**src/common/flash_loader_defines.svh**
```systemverilog
/*
 * Quad-SPI boot loader constants
 * Flash command, phase lengths and the sizes of the address, count and word fields
 */

`ifndef FLASH_LOADER_DEFINES_SVH
`define FLASH_LOADER_DEFINES_SVH

// Quad output fast read, address and command go out on io0 only
`define FLASH_CMD_QUAD_READ 8'h6B

// Flash clocks between the last address bit and the first data nibble
`define FLASH_DUMMY_CYCLES 8

`define FLASH_ADDR_BITS 24
`define FLASH_WORD_BYTES 4

// Width of the word count in a request and of the RAM word index
`define FLASH_COUNT_BITS 16

`endif

```
**src/common/flash_loader_pkg.sv**
```systemverilog
/*
 * Shared types of the quad-SPI boot loader
 * Sequencer phases plus the request, pin and RAM write bundles
 */

`default_nettype none

`include "flash_loader_defines.svh"

package flash_loader_pkg;

    // Phases of one load, in the order the sequencer walks them
    typedef enum logic [2:0] {
        qspi_idle,
        qspi_select,
        qspi_command,
        qspi_address,
        qspi_dummy,
        qspi_data,
        qspi_deselect
    } qspi_state_t;

    // Load request, only sampled together with start
    typedef struct packed {
        logic [`FLASH_ADDR_BITS-1:0]  addr;
        logic [`FLASH_COUNT_BITS-1:0] word_count;
    } load_req_t;

    // Flash pin bundle, clk_ddr[0] is the high half and clk_ddr[1] the low half of a cycle
    typedef struct packed {
        logic       csn;
        logic [1:0] clk_ddr;
        logic [3:0] io_out;
        logic [3:0] io_out_en;
    } flash_pins_t;

    // One word for the CPU RAM write port
    typedef struct packed {
        logic [8*`FLASH_WORD_BYTES-1:0] data;
        logic [`FLASH_COUNT_BITS-1:0]   index;
    } ram_write_t;

endpackage

`default_nettype wire

```
**src/flash_io_regs.sv**
```systemverilog
/*
 * Flash pin register stage
 * One clock of delay with a chosen reset value, for any pin bundle type
 */

`timescale 1ns/100ps
`default_nettype none

module flash_io_regs #(
    parameter type      payload_t   = logic [3:0],
    parameter payload_t reset_value = '0
) (
    input  wire      clk_2x,
    input  wire      rst_n,
    input  payload_t d,
    output payload_t q
);

    // This stage sets the pin timing, both directions see exactly one cycle here
    always_ff @(posedge clk_2x) begin
        if (!rst_n) begin
            // Pins come out of reset in their idle levels, for outputs that means csn high
            q <= reset_value;
        end else begin
            q <= d;
        end
    end

endmodule

`default_nettype wire

```
**src/qspi/qspi_cycle_counter.sv**
```systemverilog
/*
 * Phase and word counters for the quad-SPI sequencer
 * Flags the last cycle of a phase and the last word of a load
 */

`timescale 1ns/100ps
`default_nettype none

`include "flash_loader_defines.svh"

module qspi_cycle_counter (
    input  wire                          clk_2x,
    input  wire                          rst_n,
    input  wire                          phase_load,
    input  wire [7:0]                    phase_len,
    input  wire                          word_load,
    input  wire [`FLASH_COUNT_BITS-1:0]  word_count,
    input  wire                          word_done,
    output logic                         phase_last,
    output logic                         words_last
);
    logic [7:0]                   phase_cnt;
    logic [`FLASH_COUNT_BITS-1:0] word_cnt;

    always_ff @(posedge clk_2x) begin
        if (!rst_n) begin
            phase_cnt <= 8'd0;
            word_cnt  <= '0;
        end else begin
            // Loaded with length minus one so that zero marks the final cycle
            if (phase_load) phase_cnt <= phase_len - 8'd1;
            else if (phase_cnt != 8'd0) phase_cnt <= phase_cnt - 8'd1;

            if (word_load) word_cnt <= word_count;
            else if (word_done) word_cnt <= word_cnt - 1'b1;
        end
    end

    assign phase_last = (phase_cnt == 8'd0);
    assign words_last = (word_cnt == `FLASH_COUNT_BITS'(1));

    // Shifter must not report more words than the request asked for
    assert property (@(posedge clk_2x) disable iff (!rst_n)
        word_done |-> word_cnt != '0);

endmodule

`default_nettype wire

```
**src/qspi/qspi_sequencer.sv**
```systemverilog
/*
 * Quad-SPI read sequencer
 * Walks select, command, address, dummy and data phases for one load request
 */

`timescale 1ns/100ps
`default_nettype none

`include "flash_loader_defines.svh"

module qspi_sequencer (
    input  wire                          clk_2x,
    input  wire                          rst_n,
    input  wire                          start,
    input  wire                          phase_last,
    input  wire                          words_last,
    input  wire                          word_done,
    output flash_loader_pkg::qspi_state_t state,
    output logic                         phase_load,
    output logic [7:0]                   phase_len,
    output logic                         word_load,
    output logic                         load_shift,
    output logic                         data_enable,
    output logic                         busy,
    output logic                         done
);
    import flash_loader_pkg::*;

    qspi_state_t next_state;

    // Next phase and the counter loads that go with entering it
    always_comb begin
        next_state = state;
        phase_load = 1'b0;
        phase_len  = 8'd0;
        word_load  = 1'b0;
        load_shift = 1'b0;
        case (state)
            qspi_idle: begin
                // Request is only valid with start, so latch everything here
                if (start) begin
                    next_state = qspi_select;
                    phase_load = 1'b1;
                    phase_len  = 8'd1;
                    word_load  = 1'b1;
                    load_shift = 1'b1;
                end
            end
            qspi_select: begin
                if (phase_last) begin
                    next_state = qspi_command;
                    phase_load = 1'b1;
                    phase_len  = 8'($bits(`FLASH_CMD_QUAD_READ));
                end
            end
            qspi_command: begin
                if (phase_last) begin
                    next_state = qspi_address;
                    phase_load = 1'b1;
                    phase_len  = 8'(`FLASH_ADDR_BITS);
                end
            end
            qspi_address: begin
                if (phase_last) begin
                    next_state = qspi_dummy;
                    phase_load = 1'b1;
                    phase_len  = 8'(`FLASH_DUMMY_CYCLES);
                end
            end
            qspi_dummy: begin
                if (phase_last) next_state = qspi_data;
            end
            qspi_data: begin
                // The word count rather than the phase counter decides the end
                if (word_done && words_last) next_state = qspi_deselect;
            end
            qspi_deselect: next_state = qspi_idle;
            default: next_state = qspi_idle;
        endcase
    end

    always_ff @(posedge clk_2x) begin
        if (!rst_n) begin
            state <= qspi_idle;
            done  <= 1'b0;
        end else begin
            state <= next_state;
            // One pulse as the deselect phase closes while csn is already high at the pins
            done  <= (state == qspi_deselect);
        end
    end

    assign data_enable = (state == qspi_data);
    assign busy        = (state != qspi_idle);

    // A start seen mid-load must not reload the request latches or cut a phase short
    assert property (@(posedge clk_2x) disable iff (!rst_n)
        start && busy |-> !word_load && !load_shift && (!phase_load || phase_last));

endmodule

`default_nettype wire

```
**src/qspi/qspi_shifter.sv**
```systemverilog
/*
 * Quad-SPI data path
 * Sends command and address on io0, then packs returned nibbles into RAM words
 */

`timescale 1ns/100ps
`default_nettype none

`include "flash_loader_defines.svh"

module qspi_shifter (
    input  wire                           clk_2x,
    input  wire                           rst_n,
    input  flash_loader_pkg::qspi_state_t state,
    input  wire                           load_shift,
    input  wire                           data_enable,
    input  flash_loader_pkg::load_req_t   req,
    input  wire [3:0]                     io_in_q,
    output flash_loader_pkg::flash_pins_t pins_raw,
    output logic                          ram_we,
    output flash_loader_pkg::ram_write_t  ram_wr,
    output logic                          word_done
);
    import flash_loader_pkg::*;

    localparam int shift_bits = $bits(`FLASH_CMD_QUAD_READ) + `FLASH_ADDR_BITS;
    localparam int word_bits  = 8 * `FLASH_WORD_BYTES;
    localparam int nib_bits   = $clog2(2 * `FLASH_WORD_BYTES);

    logic [shift_bits-1:0]        shift_q;
    logic [1:0]                   data_en_q;
    logic [nib_bits-1:0]          nib_cnt;
    logic [word_bits-1:0]         word_acc;
    logic [word_bits-1:0]         word_next;
    logic [`FLASH_COUNT_BITS-1:0] wr_index;
    logic                         drive_io0;

    // Flash is driven from select until the address is out, then released
    assign drive_io0 = (state == qspi_select) || (state == qspi_command) ||
                       (state == qspi_address);

    always_comb begin
        pins_raw.csn       = (state == qspi_idle) || (state == qspi_deselect);
        pins_raw.clk_ddr   = 2'b00;
        pins_raw.io_out    = 4'h0;
        pins_raw.io_out_en = 4'h0;
        // Clock high in the first half of each cycle while bits move
        if (!pins_raw.csn && state != qspi_select) pins_raw.clk_ddr = 2'b01;
        if (drive_io0) begin
            pins_raw.io_out    = {3'b000, shift_q[shift_bits-1]};
            pins_raw.io_out_en = 4'b0001;
        end
    end

    // High nibble of each byte comes first, bytes fill the word from bit 0 up
    always_comb begin
        word_next = word_acc;
        word_next[{nib_cnt[nib_bits-1:1], ~nib_cnt[0], 2'b00} +: 4] = io_in_q;
    end

    // Two cycle delay matches the output and input pin register stages
    assign word_done = data_en_q[1] && (nib_cnt == '1);

    always_ff @(posedge clk_2x) begin
        if (!rst_n) begin
            data_en_q <= 2'b00;
            nib_cnt   <= '0;
            wr_index  <= '0;
            ram_we    <= 1'b0;
        end else begin
            data_en_q <= {data_en_q[0], data_enable};
            ram_we    <= word_done;
            if (load_shift) begin
                nib_cnt  <= '0;
                wr_index <= '0;
            end else begin
                if (data_en_q[1]) nib_cnt <= nib_cnt + 1'b1;
                if (word_done) wr_index <= wr_index + 1'b1;
            end
        end
    end

    always_ff @(posedge clk_2x) begin
        // Command byte and address go out MSB first as one 32 bit stream
        if (load_shift) shift_q <= {`FLASH_CMD_QUAD_READ, req.addr};
        else if (state == qspi_command || state == qspi_address) shift_q <= shift_q << 1;
        if (data_en_q[1]) word_acc <= word_next;
        if (word_done) begin
            ram_wr.data  <= word_next;
            ram_wr.index <= wr_index;
        end
    end

    // Captured nibbles must never come from our own drivers
    assert property (@(posedge clk_2x) disable iff (!rst_n)
        data_en_q[1] |-> pins_raw.io_out_en == 4'h0);

endmodule

`default_nettype wire

```
**src/flash_boot_loader.sv**
```systemverilog
/*
 * Quad-SPI flash boot loader
 * Copies a block of words from serial flash into a CPU RAM write port
 */

`timescale 1ns/100ps
`default_nettype none

`include "flash_loader_defines.svh"

module flash_boot_loader (
    input  wire                           clk_2x,
    input  wire                           rst_n,
    input  wire                           start,
    input  flash_loader_pkg::load_req_t   req,
    input  wire [3:0]                     io_in,
    output logic                          busy,
    output logic                          done,
    output logic                          ram_we,
    output flash_loader_pkg::ram_write_t  ram_wr,
    output flash_loader_pkg::flash_pins_t pins
);
    import flash_loader_pkg::*;

    // Deselected flash with a stopped clock and all drivers off
    localparam flash_pins_t pins_idle = '{csn: 1'b1, clk_ddr: 2'b00, io_out: 4'h0, io_out_en: 4'h0};

    qspi_state_t state;
    flash_pins_t pins_raw;
    logic        phase_load, word_load, load_shift, data_enable;
    logic [7:0]  phase_len;
    logic        phase_last, words_last, word_done;
    logic [3:0]  io_in_q;

    qspi_sequencer qspi_sequencer_inst (
        .clk_2x(clk_2x), .rst_n(rst_n), .start(start),
        .phase_last(phase_last), .words_last(words_last), .word_done(word_done),
        .state(state), .phase_load(phase_load), .phase_len(phase_len),
        .word_load(word_load), .load_shift(load_shift), .data_enable(data_enable),
        .busy(busy), .done(done)
    );

    qspi_cycle_counter qspi_cycle_counter_inst (
        .clk_2x(clk_2x), .rst_n(rst_n),
        .phase_load(phase_load), .phase_len(phase_len),
        .word_load(word_load), .word_count(req.word_count), .word_done(word_done),
        .phase_last(phase_last), .words_last(words_last)
    );

    qspi_shifter qspi_shifter_inst (
        .clk_2x(clk_2x), .rst_n(rst_n), .state(state), .load_shift(load_shift),
        .data_enable(data_enable), .req(req), .io_in_q(io_in_q),
        .pins_raw(pins_raw), .ram_we(ram_we), .ram_wr(ram_wr), .word_done(word_done)
    );

    // Outgoing pins, adds the second cycle from start to csn low
    flash_io_regs #(.payload_t(flash_pins_t), .reset_value(pins_idle)) pins_out_regs (
        .clk_2x(clk_2x), .rst_n(rst_n), .d(pins_raw), .q(pins)
    );

    // Incoming nibbles, part of the fixed two cycle capture delay
    flash_io_regs #(.payload_t(logic [3:0]), .reset_value(4'h0)) io_in_regs (
        .clk_2x(clk_2x), .rst_n(rst_n), .d(io_in), .q(io_in_q)
    );

endmodule

`default_nettype wire

```
**config.mk**
```make
export PLATFORM = sky130hd
export DESIGN_NAME = flash_boot_loader
export DESIGN_NICKNAME = d
export VERILOG_FILES = /design/src/common/flash_loader_pkg.sv /design/src/flash_io_regs.sv /design/src/qspi/qspi_cycle_counter.sv /design/src/qspi/qspi_sequencer.sv /design/src/qspi/qspi_shifter.sv /design/src/flash_boot_loader.sv
export VERILOG_INCLUDE_DIRS = /design/src /design/src/common
export SDC_FILE = /design/constraint.sdc
export NUM_CORES = 1
export LEC_CHECK = 0
export BUFFER_PORTS_ARGS = -buffer_cell sky130_fd_sc_hd__buf_2
export CORE_MARGIN = 4
export CORE_UTILIZATION = 25
export DETAILED_ROUTE_END_ITERATION = 6
export GPL_TIMING_DRIVEN = 0
export PLACE_DENSITY = 0.49
export SYNTH_ARGS = -nofsm -noshare
export SYNTH_HDL_FRONTEND = slang
export SYNTH_SLANG_ARGS = --single-unit
```
**constraint.sdc**
```tcl
create_clock -name clk_2x -period 9.7 [get_ports clk_2x]
set_clock_uncertainty 0.2 [all_clocks]
set_input_delay 0.97 -clock clk_2x [delete_from_list [all_inputs] [get_ports clk_2x]]
set_output_delay 0.97 -clock clk_2x [all_outputs]
set_load 0.005 [all_outputs]
```
Word level (Yosys, flattened, before mapping). Index checks and enable logic that the tools add are counted. Widths: inputs -> output; s select.

Bits in registers: 177. Input port bits: 47. Output and inout port bits: 62. Word-level logic and storage cells: 88.

Add/subtract/negate cells: 6. Eq/ne operators: 15. Shift-type cells: 2. Muxes and demuxes: 24. Bitwise operators: 2. Reduce and logical (&&, ||, !) cells: 20.

Operators with widths (count): $mux 24 (2); $bwmux 32 (1); $mux 16 (2); $shift 4x7->32 const A (1); $shiftx 4x7->32 (1); $pmux 8 s3 (1); $mux 3 (6); $pmux 3 s6 (1); $add 16x1->16 const B (1); $eq 16x1->1 const B (1); $mux 8 (2); $sub 16x1->16 const B (1); $sub 8x1->8 const B (2); $eq 3x3->1 const B (4); $ne 2x2->1 const B (6); $logic_not 8->1 (1); $reduce_bool 8->1 (1); $neg 5->7 (1); $eq 3x2->1 const B (2); $mux 1 (6); $reduce_and 6->1 (1); $reduce_bool 2->1 (3); $mux 5 (1); $logic_or 1x1->1 (4); 13 further kinds (17).

Logic depth before layout (Yosys ltp). Gate-level depths: netlist of run 1.

Word-level depth: 5. Gate-level depth with buffers: 8. Mapped depth without buffers: 7.

By module. A second synthesis of run 1 with hierarchy kept.

Cells, all modules: 585. Area, all modules: 7473.4 um^2.

By module, submodules not included: qspi_shifter (times used 1, cells each 361, area each 5395.2 um^2, sequential area each 3723.6 um^2); qspi_cycle_counter (times used 1, cells each 155, area each 1385.1 um^2, sequential area each 480.5 um^2); flash_io_regs (pins_out_regs) (times used 1, cells each 23, area each 309.0 um^2, sequential area each 220.2 um^2); qspi_sequencer (times used 1, cells each 38, area each 279.0 um^2, sequential area each 80.1 um^2); flash_io_regs (io_in_regs) (times used 1, cells each 8, area each 105.1 um^2, sequential area each 80.1 um^2).

Least setup slack after synthesis of run 1. OpenSTA, ideal clock, no wires.

Kind: input -> register. From: input port start. To: register qspi_shifter_inst.shift_q[0] (enable). Library setup time: 0.381 ns. Arrival: 2.529 ns. Required time: 9.119 ns. Setup slack: 6.590 ns. Stages: 4. Path buffers: 2. Cells stage by stage: or4b_2 > clkbuf_8 > clkbuf_1 > nand2_1.

Cells in the longest elaborated chain, start to end: 3.

Ends and longest elaborated chain: from (decl) (RTL line flash_boot_loader.sv:14) `input wire start,`; $mux 1 (RTL line qspi_sequencer.sv:41) `if (start) begin`; $mux 1 (RTL line qspi_sequencer.sv:38) `case (state)`; $reduce_bool 2->1 (no line); to (signal assigned) (RTL line qspi_shifter.sv:85) `` if (load_shift) shift_q <= {`FLASH_CMD_QUAD_READ, req.addr}; ``; to (signal assigned) (RTL line qspi_shifter.sv:86) `else if (state == qspi_command || state == qspi_address) shift_q <= shift_q << 1;`; to (decl) (RTL line qspi_shifter.sv:30) `logic [shift_bits-1:0] shift_q;`.

Every way passes these cells. A chain may end at the register's enable or synchronous reset.

Final worst setup path of run 1.
From: register qspi_shifter_inst.nib_cnt[0]. To: register, netlist name qspi_shifter_inst.ram_wr[19].

Cells in the longest elaborated chain, start to end: 4. Elaborated cells between the ends (all ways): 5. Classes of those cells: 1 x add/sub; 2 x shift; 1 x mux; 1 x bitwise.

Ends and longest elaborated chain: from (decl) (RTL line qspi_shifter.sv:32) `logic [nib_bits-1:0] nib_cnt;`; from (signal assigned) (RTL line qspi_shifter.sv:77) `if (data_en_q[1]) nib_cnt <= nib_cnt + 1'b1;`; $not 1->1 * (RTL line qspi_shifter.sv:58) `word_next[{nib_cnt[nib_bits-1:1], ~nib_cnt[0], 2'b00} +: 4] = io_in_q;`; $neg 5->7 * (RTL line qspi_shifter.sv:58); $shiftx 4x7->32 / $shift 4x7->32 (equally long branches) (RTL line qspi_shifter.sv:58); $bwmux 32 * (RTL line qspi_shifter.sv:58); net qspi_shifter_inst.word_next[3] (RTL line qspi_shifter.sv:34) `logic [word_bits-1:0] word_next;`.

The timed path passes the listed nets; every way through them passes the cells marked *.

==> run metrics, run 1 <==
Worst EP required=9670 ps; FF-to-FF End=qspi_shifter_inst.ram_wr[19]$_DFFE_PP_; Skew-Pair Late Insertion Delay=430 ps; PD cells=234.5 nW/µm²; Syn. warnings=0; startpoint class of the critical path=flip-flop; CP max stage cell=nor3b_1; Least-Margin Pin Slew=992.3 ps; FF+latch area=4446 µm²; Peak VDD IR=0.0001001 V; # rows=61; Nets=786; via count=4797; Avg Vias per Cell=4.283; ys async rst share=0; clock share of power=0.328; final setup violation count=0; WL/cell=14.25 µm; synthesis-stage register bit count=170; Mean Syn Cell Area=11.76 µm²; Max-Cap Viols=0; Synth area leaders=edfxtp_1 (44%), dfxtp_1 (19%), nand2_1 (5.8%), mux2_2 (4.8%), nor2_1 (2.0%); grt ovf=0; Synth Flop Type=edfxtp_1; Hold Path Class=flip-flop to flip-flop; Synth cell types=58; area grow syn2layout=22.77%; CTS tree=yes; share of power burned in registers=0.468; routability cong.=0.7463; hold buffer count at cts=0; f_max=0.3072 GHz; post-synth top area share=0.4419; Post-CTS Repair Setup Buffers=0; Slew Limit Fails=0; max incr delay on CP=590 ps; gate count of the mapped netlist=601; DRT iter0 DRCs=173; Total Routing Usage GR=0.1031; FF-to-FF path depth=7; vias in the first global route=4724; minimum clock period after layout=3255 ps; cell-internal power=1.395 mW; H-tree depth=4; CTS root buffer=clkbuf_16; CP Cell Sequence=clkbuf_1 > inv_1 > ha_1 > clkbuf_1 > nand3_1 > nor3b_1 > mux2_2; HPWL Detailed=11.30 mm; global-route wire length before repair=25.40 mm; total core area=27860 µm²; Setup crit end kind=flip-flop; PortBufs=101; Switching Share=0.3140; die extent in x=176.1 µm; RSZ-0062 raised after global routing=no; net switching power=0.6388 mW; initial antenna violation count=5; Post-DP Area=8098 µm²; Post-synth top cells=nand2_1 (109), edfxtp_1 (104), dfxtp_1 (66); Seq/Total Area, Yosys=0.6289; drt drc=0; final WL=15.96 mm; Tcrit/Tclk final=0.3356; EDFF count, synth=104; Hold Violations, Final=0; worst hold endpoint=qspi_shifter_inst.ram_wr[15]$_DFFE_PP_; Initial Util=0.2537; headroom to the max-slew limit=0.3369; critical path fanouts, max=10; area leader, netlist=edfxtp_1; Critical Path Most Common Cell=clkbuf_1; share of cells above drive strength 1=0.2483; Sink Count=170; LEAKAGE=3.259 nW; largest net degree at the start of global routing=45; fill count=2893; Final ANT Viol Nets=0; worst path arrival time=3220 ps; Reg2Reg Setup Slack=6440 ps; Post-CTS Resized=0; area of the multi-input gates=2411 µm²; Worst Setup Path Type=flip-flop to flip-flop; Finished Cell Area=8676 µm²; HP Start=qspi_shifter_inst.wr_index[15]$_SDFFE_PP0P_; Die ar.=31020 µm²; Pre-Repair DR Iteration Count=4; Fin Setup TNS=0 ps; Hold Crit Depth=0; most instantiated library cell after synthesis=nand2_1; Die H=176.1 µm; num ports=109; status=finished, final reports clean; R2R Path Start=qspi_shifter_inst.nib_cnt[0]$_SDFFE_PP0P_; clock slew seen by the registers of the worst setup and hold paths=80 ps; Synth Cell Area=7067 µm²; CTS max path bufs=2; Comb power frac=0.204; total CTS buffers=17
-- metal layers --
metal  wire (µm)  track usage
met2        6998       0.1588
met5          58            0
met4         172      0.03021
met1        7570       0.1367
met3        1156      0.03726
-- through the flow --
step / hold slack, ps / setup slack (ps) / total power [mW] / util / std cells
floorplan: 211.9 / 6590 / 1.260 / - / 607
global placement: 221.0 / 5385 / 1.383 / 0.2896 / 1086
detailed placement: 237.6 / 6034 / 1.387 / 0.2907 / 1087
CTS: 252.1 / 6456 / 2.061 / 0.3113 / 1119
global route: 266.2 / 6256 / 2.157 / 0.3113 / 1119
finish: 250.6 / 6445 / 2.034 / 0.3114 / 1120
-- worst max-delay path by stage --
| stage | from | end | slack, ps | depth (start not counted) |
|---|---|---|---|---|
| 3_3_place_gp | qspi_shifter_inst.data_en_q[1]$_SDFF_PN0_ | qspi_cycle_counter_inst.word_cnt[1]$_SDFFE_PN0P_ | 5380 | 5 |
| 4_1_cts | qspi_shifter_inst.nib_cnt[0]$_SDFFE_PP0P_ | qspi_shifter_inst.ram_wr[19]$_DFFE_PP_ | 6460 | 7 |
| 6_report | qspi_shifter_inst.nib_cnt[0]$_SDFFE_PP0P_ | qspi_shifter_inst.ram_wr[19]$_DFFE_PP_ | 6440 | 7 |
| 5_1_grt | qspi_shifter_inst.nib_cnt[0]$_SDFFE_PP0P_ | qspi_shifter_inst.ram_wr[19]$_DFFE_PP_ | 6260 | 7 |
| 3_5_place_dp | start | qspi_shifter_inst.shift_q[14]$_DFFE_PP_ | 6030 | 5 |
| 2_1_floorplan | start | qspi_shifter_inst.shift_q[0]$_SDFFCE_PN0P_ | 6590 | 4 |
-- kinds of logic (layout without fill, tap and decap cells) --
group,after synthesis,count (layout),synth area share
simple gates,243,243,0.1671
flops,170,170,0.6289
compound gates,75,75,0.06888
buf+inv,44,178,0.03311
mux,34,34,0.05347
xor+xnor,23,23,0.02851
fa+ha+maj,11,11,0.01948
other cells,1,8,0.0005307
-- area by class of cell --
class / instances / area share
repair buffers: 102 / 0.06144
well taps: 378 / 0.05451
flip-flops and latches: 170 / 0.5124
plain buffers: 33 / 0.02221
inverters: 11 / 0.004903
diodes: 1 / 0.0002884
clock buffers: 17 / 0.04903
clock inverters: 15 / 0.01731
multi-input cells: 393 / 0.2779
-- layout by cell type (no fill, tap or decap), types with 6 or more instances in the layout --
cell,instances
mux2_2,30
a31oi_1,7
nor3_1,11
nor4_1,8
and3_1,6
dfxtp_1,65
conb_1,7
nand2_1,109
nand3_1,12
o21ai_0,18
xnor2_1,15
or3_1,7
xor2_1,8
buf_2,101
a21oi_1,19
a211oi_1,8
ha_1,11
clkbuf_1,21
edfxtp_1,104
buf_4,7
or4_1,7
and2_1,15
nor2_1,37
inv_1,10
clkbuf_16,17
-- sequential cells by signal (all words and copies together) (netlist names), 4 cells and up --
signal / flops
qspi_shifter_inst.word_acc: 32
qspi_shifter_inst.wr_index: 16
qspi_cycle_counter_inst.word_cnt: 16
io_in_regs.q: 4
pins_out_regs.q: 4
qspi_shifter_inst.shift_q: 32
qspi_shifter_inst.ram_wr: 48
qspi_cycle_counter_inst.phase_cnt: 8
-- power by group through the flow --
stage	Combinational (mW)	Clock, mW	Sequential [mW]
after floorplan	0.307	0	0.953
after global placement	0.416	0	0.967
after detailed placement	0.418	0	0.969
after CTS	0.421	0.686	0.954
after global routing	0.476	0.715	0.966
final	0.414	0.667	0.953
-- critical path, delay by kind of cell (launching register included) --
family / cells / cell delay (ps)
buf+inv: 3 / 950
simple gates: 2 / 720
flops: 1 / 390
mux: 1 / 420
fa+ha+maj: 1 / 310
(Power assumes the default switching activity.)
==> run 2, diff against run 1 <==
clock period = 3.1 ns   (was 9.7 ns; I/O delays follow)
==> run 2 against run 1 <==
Non-clock buffer count up 43. Flip-flop and latch count unchanged. Utilization up 1.6 points. First-iteration DRC count up 2.9%. Final cell count up 4.0%. Total power rose to 3.2 times the previous value. Die area unchanged. Critical path depth down 3. Sequential power rose to 3.1 times the previous value. Wire length up 1.4%. Sequential share of layout area down 2.5 points. Register-to-register slack worse by 6300 ps. Critical endpoint is now qspi_shifter_inst.shift_q[18]$_DFFE_PP_.
==> run metrics, run 2 (same netlist as run 1, synthesis figures left out) <==
Final ANT Viol Nets=0; minimum clock period after layout=2930 ps; Initial Util=0.2537; Die H=176.1 µm; die extent in x=176.1 µm; Slew Limit Fails=0; HPWL Detailed=11.30 mm; WP buf/inv=2; drt drc=0; CP max stage cell=nand2_1; Max-Cap Viols=0; origin of the worst setup path=qspi_sequencer_inst.state[0]$_SDFFE_PN0P_; global-route wire length before repair=26.05 mm; critical path fanouts, max=24; Peak VDD IR=0.0003173 V; max reg flops=48; final WL=16.18 mm; CTS max path bufs=2; vias in the first global route=4932; CTS tree=yes; Final Non-Filler Cells=1165; H-tree depth=4; top cell family by delay on the critical path=simple AND/OR/NAND/NOR gates; fill count=2846; f_max=0.3413 GHz; Tcrit/Tclk final=0.9452; Pre-Repair DR Iteration Count=4; RSZ-0062 raised after global routing=no; max incr delay on CP=810 ps; grt ovf=0; Avg Vias per Cell=4.237; clock share of power=0.325; DRT iter0 DRCs=178; HP Start=req[14]; LEAKAGE=3.409 nW; net switching power=2.013 mW; Largest Register=qspi_shifter_inst.ram_wr; final setup violation count=0; largest net degree at the start of global routing=45; share of power burned in registers=0.465; area grow syn2layout=29.07%; routability cong.=0.7463; total CTS buffers=17; worst path arrival time=2780 ps; PortBufs=101; Setup crit end kind=flip-flop; Hold Violations, Final=0; PD cells=703.3 nW/µm²; most frequent cells in the layout=nand2_1 (109), edfxtp_1 (104), buf_2 (101), dfxtp_1 (65), dlygate4sd3_1 (43); num ports=109; Hold Path Class=input port to flip-flop; cell-internal power=4.403 mW; initial antenna violation count=4; Worst Setup Path Type=flip-flop to flip-flop; # rows=61; via count=4936; clock slew seen by the registers of the worst setup and hold paths=70 ps; Post-CTS Repair Setup Buffers=0; WL/cell=13.89 µm; headroom to the max-slew limit=0.3321; startpoint class of the critical path=flip-flop; CP Cell Sequence=or4b_2 > clkbuf_8 > clkbuf_1 > nand2_1; R2R Path Start=qspi_sequencer_inst.state[0]$_SDFFE_PN0P_; Die ar.=31020 µm²; most common cell after layout, fill and taps aside=nand2_1; dpl ws=-149.4 ps; Skew-Pair Late Insertion Delay=430 ps; DP Cell Count=1087; Switching Share=0.3137; Total Routing Usage GR=0.1048; CTS root buffer=clkbuf_16; share of cells above drive strength 1=0.2398; Comb power frac=0.210; Least-Margin Pin Slew=999.5 ps; fin worst setup slack=169.9 ps; total core area=27860 µm²; Nets=829; Sink Count=170; top flop regs=qspi_shifter_inst.ram_wr (48), qspi_shifter_inst.shift_q (32), qspi_shifter_inst.word_acc (32); Worst EP required=2950 ps; status=finished, final reports clean
[run 2: what timing repair did]
item | CTS | global route
hold endpoints to repair | 42 | 1
endpoints found under the setup margin | 8 | 17
hold buffers | 42 | 1
resized for setup | 1 | 5
[run 2: final timing paths]
check | endpoint | slack [ps] | cells after the start
hold / removal | qspi_cycle_counter_inst.word_cnt[14]$_SDFFE_PN0P_ | 30 | 3
setup / recovery | qspi_shifter_inst.shift_q[18]$_DFFE_PP_ | 170 | 4
hold reg to reg | qspi_shifter_inst.ram_wr[15]$_DFFE_PP_ | 250 | 0
setup reg to reg | qspi_shifter_inst.shift_q[18]$_DFFE_PP_ | 170 | 4
[run 2: tightest hold or removal path, delay by kind of cell]
family | cells | cell delay, ps
AOI/OAI and AO/OA | 2 | 210
buffers and inverters | 1 | 90
[run 2: per-stage QoR]
stage | hold slack, ps | TNS [ps] | power (mW) | cell area, µm² | util
after floorplan | 211.9 | 0 | 3.944 | 7089 | -
after global placement | 221.0 | -59710 | 4.327 | 8068 | 0.2896
after detailed placement | 237.6 | -1186 | 4.341 | 8098 | 0.2907
after CTS | 1.456 | 0 | 6.492 | 9099 | 0.3266
after global routing | 56.66 | 0 | 6.799 | 9121 | 0.3274
final | 30.54 | 0 | 6.415 | 9121 | 0.3274
[run 2: layer usage]
layer / share of wire / GRT usage
met1: 0.49 / 0.1418
met2: 0.44 / 0.1646
met3: 0.058 / 0.02976
met4: 0.010 / 0.03021
met5: 0.00080 / 0
[run 2: power groups by stage]
stage / clock, mW / sequential (mW) / combinational, mW
4_1_cts: 2.15 / 2.99 / 1.36
3_3_place_gp: 0 / 3.02 / 1.30
6_report: 2.09 / 2.98 / 1.35
5_1_grt: 2.24 / 3.02 / 1.54
2_1_floorplan: 0 / 2.98 / 0.962
3_5_place_dp: 0 / 3.03 / 1.31
[run 2: area by class of cell]
cell class | instances | area [µm²] | share of cell area
antenna | 3 | 7.507 | 0.0008230
buffer | 33 | 195.2 | 0.02140
clock buffer | 17 | 425.4 | 0.04664
clock inverter | 15 | 150.1 | 0.01646
inverter | 11 | 42.54 | 0.004664
multi-input combinational | 393 | 2419 | 0.2652
sequential | 170 | 4446 | 0.4874
tap | 378 | 473.0 | 0.05185
timing repair buffer | 145 | 963.4 | 0.1056
==> run 3, diff against run 2 <==
CORE_UTILIZATION = 56   (was 25)
CTS_BUF_LIST = sky130_fd_sc_hd__clkbuf_4 sky130_fd_sc_hd__clkbuf_8 sky130_fd_sc_hd__clkbuf_16   (was not set)
PLACE_DENSITY = 0.86   (was 0.49)
==> run 3 against run 2 <==
Non-clock buffer count down 6. Count of clock-buffer cells in the layout up 2. Largest power group unchanged. Critical path depth unchanged. Highest routed layer is now met4. Die area down 53%. Setup slack worse by 17 ps. Final cell count down 19%. Total power down 0.54%. Utilization up 39 points. First-iteration DRC count up 150%.
==> run metrics, run 3 (same netlist as run 1, synthesis figures left out) <==
Die H=120.3 µm; CP Cell Sequence=or4b_2 > clkbuf_8 > clkbuf_1 > nand2_1; Initial Util=0.5811; f_max=0.3393 GHz; WL/cell=16.72 µm; area grow syn2layout=23.97%; Least-Margin Pin Slew=1010 ps; final WL=15.82 mm; total core area=12160 µm²; CTS tree=yes; Setup crit end kind=flip-flop; CTS max path bufs=2; RSZ-0062 raised after global routing=no; Nets=823; PD cells=728.3 nW/µm²; CTS root buffer=clkbuf_16; vias in the first global route=5317; share of cells above drive strength 1=0.2378; Hold Violations, Final=0; headroom to the max-slew limit=0.3247; Slew Limit Fails=0; via count=5221; # rows=40; final setup violation count=0; Pre-Repair DR Iteration Count=5; max incr delay on CP=820 ps; HPWL Detailed=10.19 mm; global-route wire length before repair=25.73 mm; Fin Setup TNS=0 ps; max reg flops=48; minimum clock period after layout=2947 ps; Total Routing Usage GR=0.2243; num ports=109; initial antenna violation count=0; Avg Vias per Cell=5.519; worst path arrival time=2800 ps; largest net degree at the start of global routing=56; most frequent cells in the layout=nand2_1 (109), edfxtp_1 (104), buf_2 (101), dfxtp_1 (65), dlygate4sd3_1 (38); clock slew seen by the registers of the worst setup and hold paths=70 ps; Finished Core Util=0.7204; DRT iter0 DRCs=437; LEAKAGE=3.369 nW; Largest Register=qspi_shifter_inst.ram_wr; grt ovf=0; WP buf/inv=2; startpoint class of the critical path=flip-flop; status=finished, final reports clean; top flop regs=qspi_shifter_inst.ram_wr (48), qspi_shifter_inst.shift_q (32), qspi_shifter_inst.word_acc (32); most common cell after layout, fill and taps aside=nand2_1; total CTS buffers=17; Final ANT Viol Nets=0; Tcrit/Tclk final=0.9507; worst hold margin=10.77 ps; drt drc=0; Worst Setup Path Type=flip-flop to flip-flop; Die ar.=14480 µm²; critical path fanouts, max=24; die extent in x=120.3 µm; Max-Cap Viols=0; Peak VDD IR=0.0003876 V; top cell family by delay on the critical path=simple AND/OR/NAND/NOR gates; Antenna Cells=0; fill count=796; routability cong.=0.8941; Worst EP required=2950 ps; CP max stage cell=nand2_1; H-tree depth=4; Hold Path Class=input port to flip-flop; PortBufs=101; Skew-Pair Late Insertion Delay=430 ps; Sink Count=170; Post-CTS Repair Setup Buffers=0
-- run 3: cell count changes in the layout (fill, tap and decap cells not counted), sizes merged --
| cell | change |
|---|---|
| clkinvlp | +1 |
| diode | -3 |
| buf | -1 |
| bufinv | +1 |
| clkbuf | +2 |
| inv | -5 |
| dlygate4sd3 | -5 |
| clkinv | +1 |
-- run 3: worst reg2reg max path, cell delays in order, from the launching register on --
cell      delay [ps]
dfxtp_1          330
or4b_2           740
clkbuf_8         220
clkbuf_1         250
nand2_1          820
-- run 3: per-layer routing --
metal | vias up | part of all wire | track usage
met1 | 2487 | 0.41 | 0.2646
li1 | 2490 | - | -
met2 | 214 | 0.51 | 0.3955
met3 | 30 | 0.062 | 0.05239
met4 | 0 | 0.023 | 0.09136
met5 | - | 0 | 0
-- run 3: layout make-up --
type / instances / area (µm²) / share of cell area
well taps: 168 / 210.2 / 0.02399
clock buffers: 19 / 446.7 / 0.05099
flip-flops and latches: 170 / 4446 / 0.5074
plain buffers: 33 / 193.9 / 0.02214
repair buffers: 139 / 885.9 / 0.1011
multi-input cells: 393 / 2416 / 0.2758
inverters: 11 / 42.54 / 0.004856
clock inverters: 13 / 120.1 / 0.01371
-- run 3: power breakdown --
part	switching (mW)	total, mW	internal [mW]	leakage [nW]
Clock	0.884	2.02	1.14	0.274
Sequential	0.194	3.00	2.81	1.49
Combinational	0.833	1.36	0.523	1.61
Total	1.91	6.38	4.47	3.37
-- run 3: stage by stage --
| stage | instances | cell area [µm²] | worst slack [ps] | total power [mW] |
|---|---|---|---|---|
| after detailed placement | 876 | 7806 | -158.2 | 4.318 |
| after CTS | 946 | 8760 | 27.95 | 6.348 |
| after global routing | 946 | 8761 | 61.69 | 6.672 |
| after global placement | 876 | 7805 | -726.1 | 4.226 |
| final | 946 | 8761 | 152.9 | 6.380 |
| after floorplan | 607 | 7089 | 45.34 | 3.944 |
-- run 3: final timing paths --
path	slack (ps)	depth (start not counted)	start	end
worst max-delay path	150	4	qspi_sequencer_inst.state[0]$_SDFFE_PN0P_	qspi_shifter_inst.shift_q[13]$_DFFE_PP_
worst min-delay path	10	3	req[10]	qspi_cycle_counter_inst.word_cnt[10]$_SDFFE_PN0P_
worst max register to register	150	4	qspi_sequencer_inst.state[0]$_SDFFE_PN0P_	qspi_shifter_inst.shift_q[13]$_DFFE_PP_
worst min register to register	250	1	qspi_shifter_inst.data_en_q[0]$_SDFF_PN0_	qspi_shifter_inst.data_en_q[1]$_SDFF_PN0_
-- run 3: what timing repair did --
item                                    4_1_cts  5_1_grt
hold buffers                                 38        0
gates resized for setup                       2        2
endpoints found under the hold margin        39        0
endpoints found under the setup margin       16       14
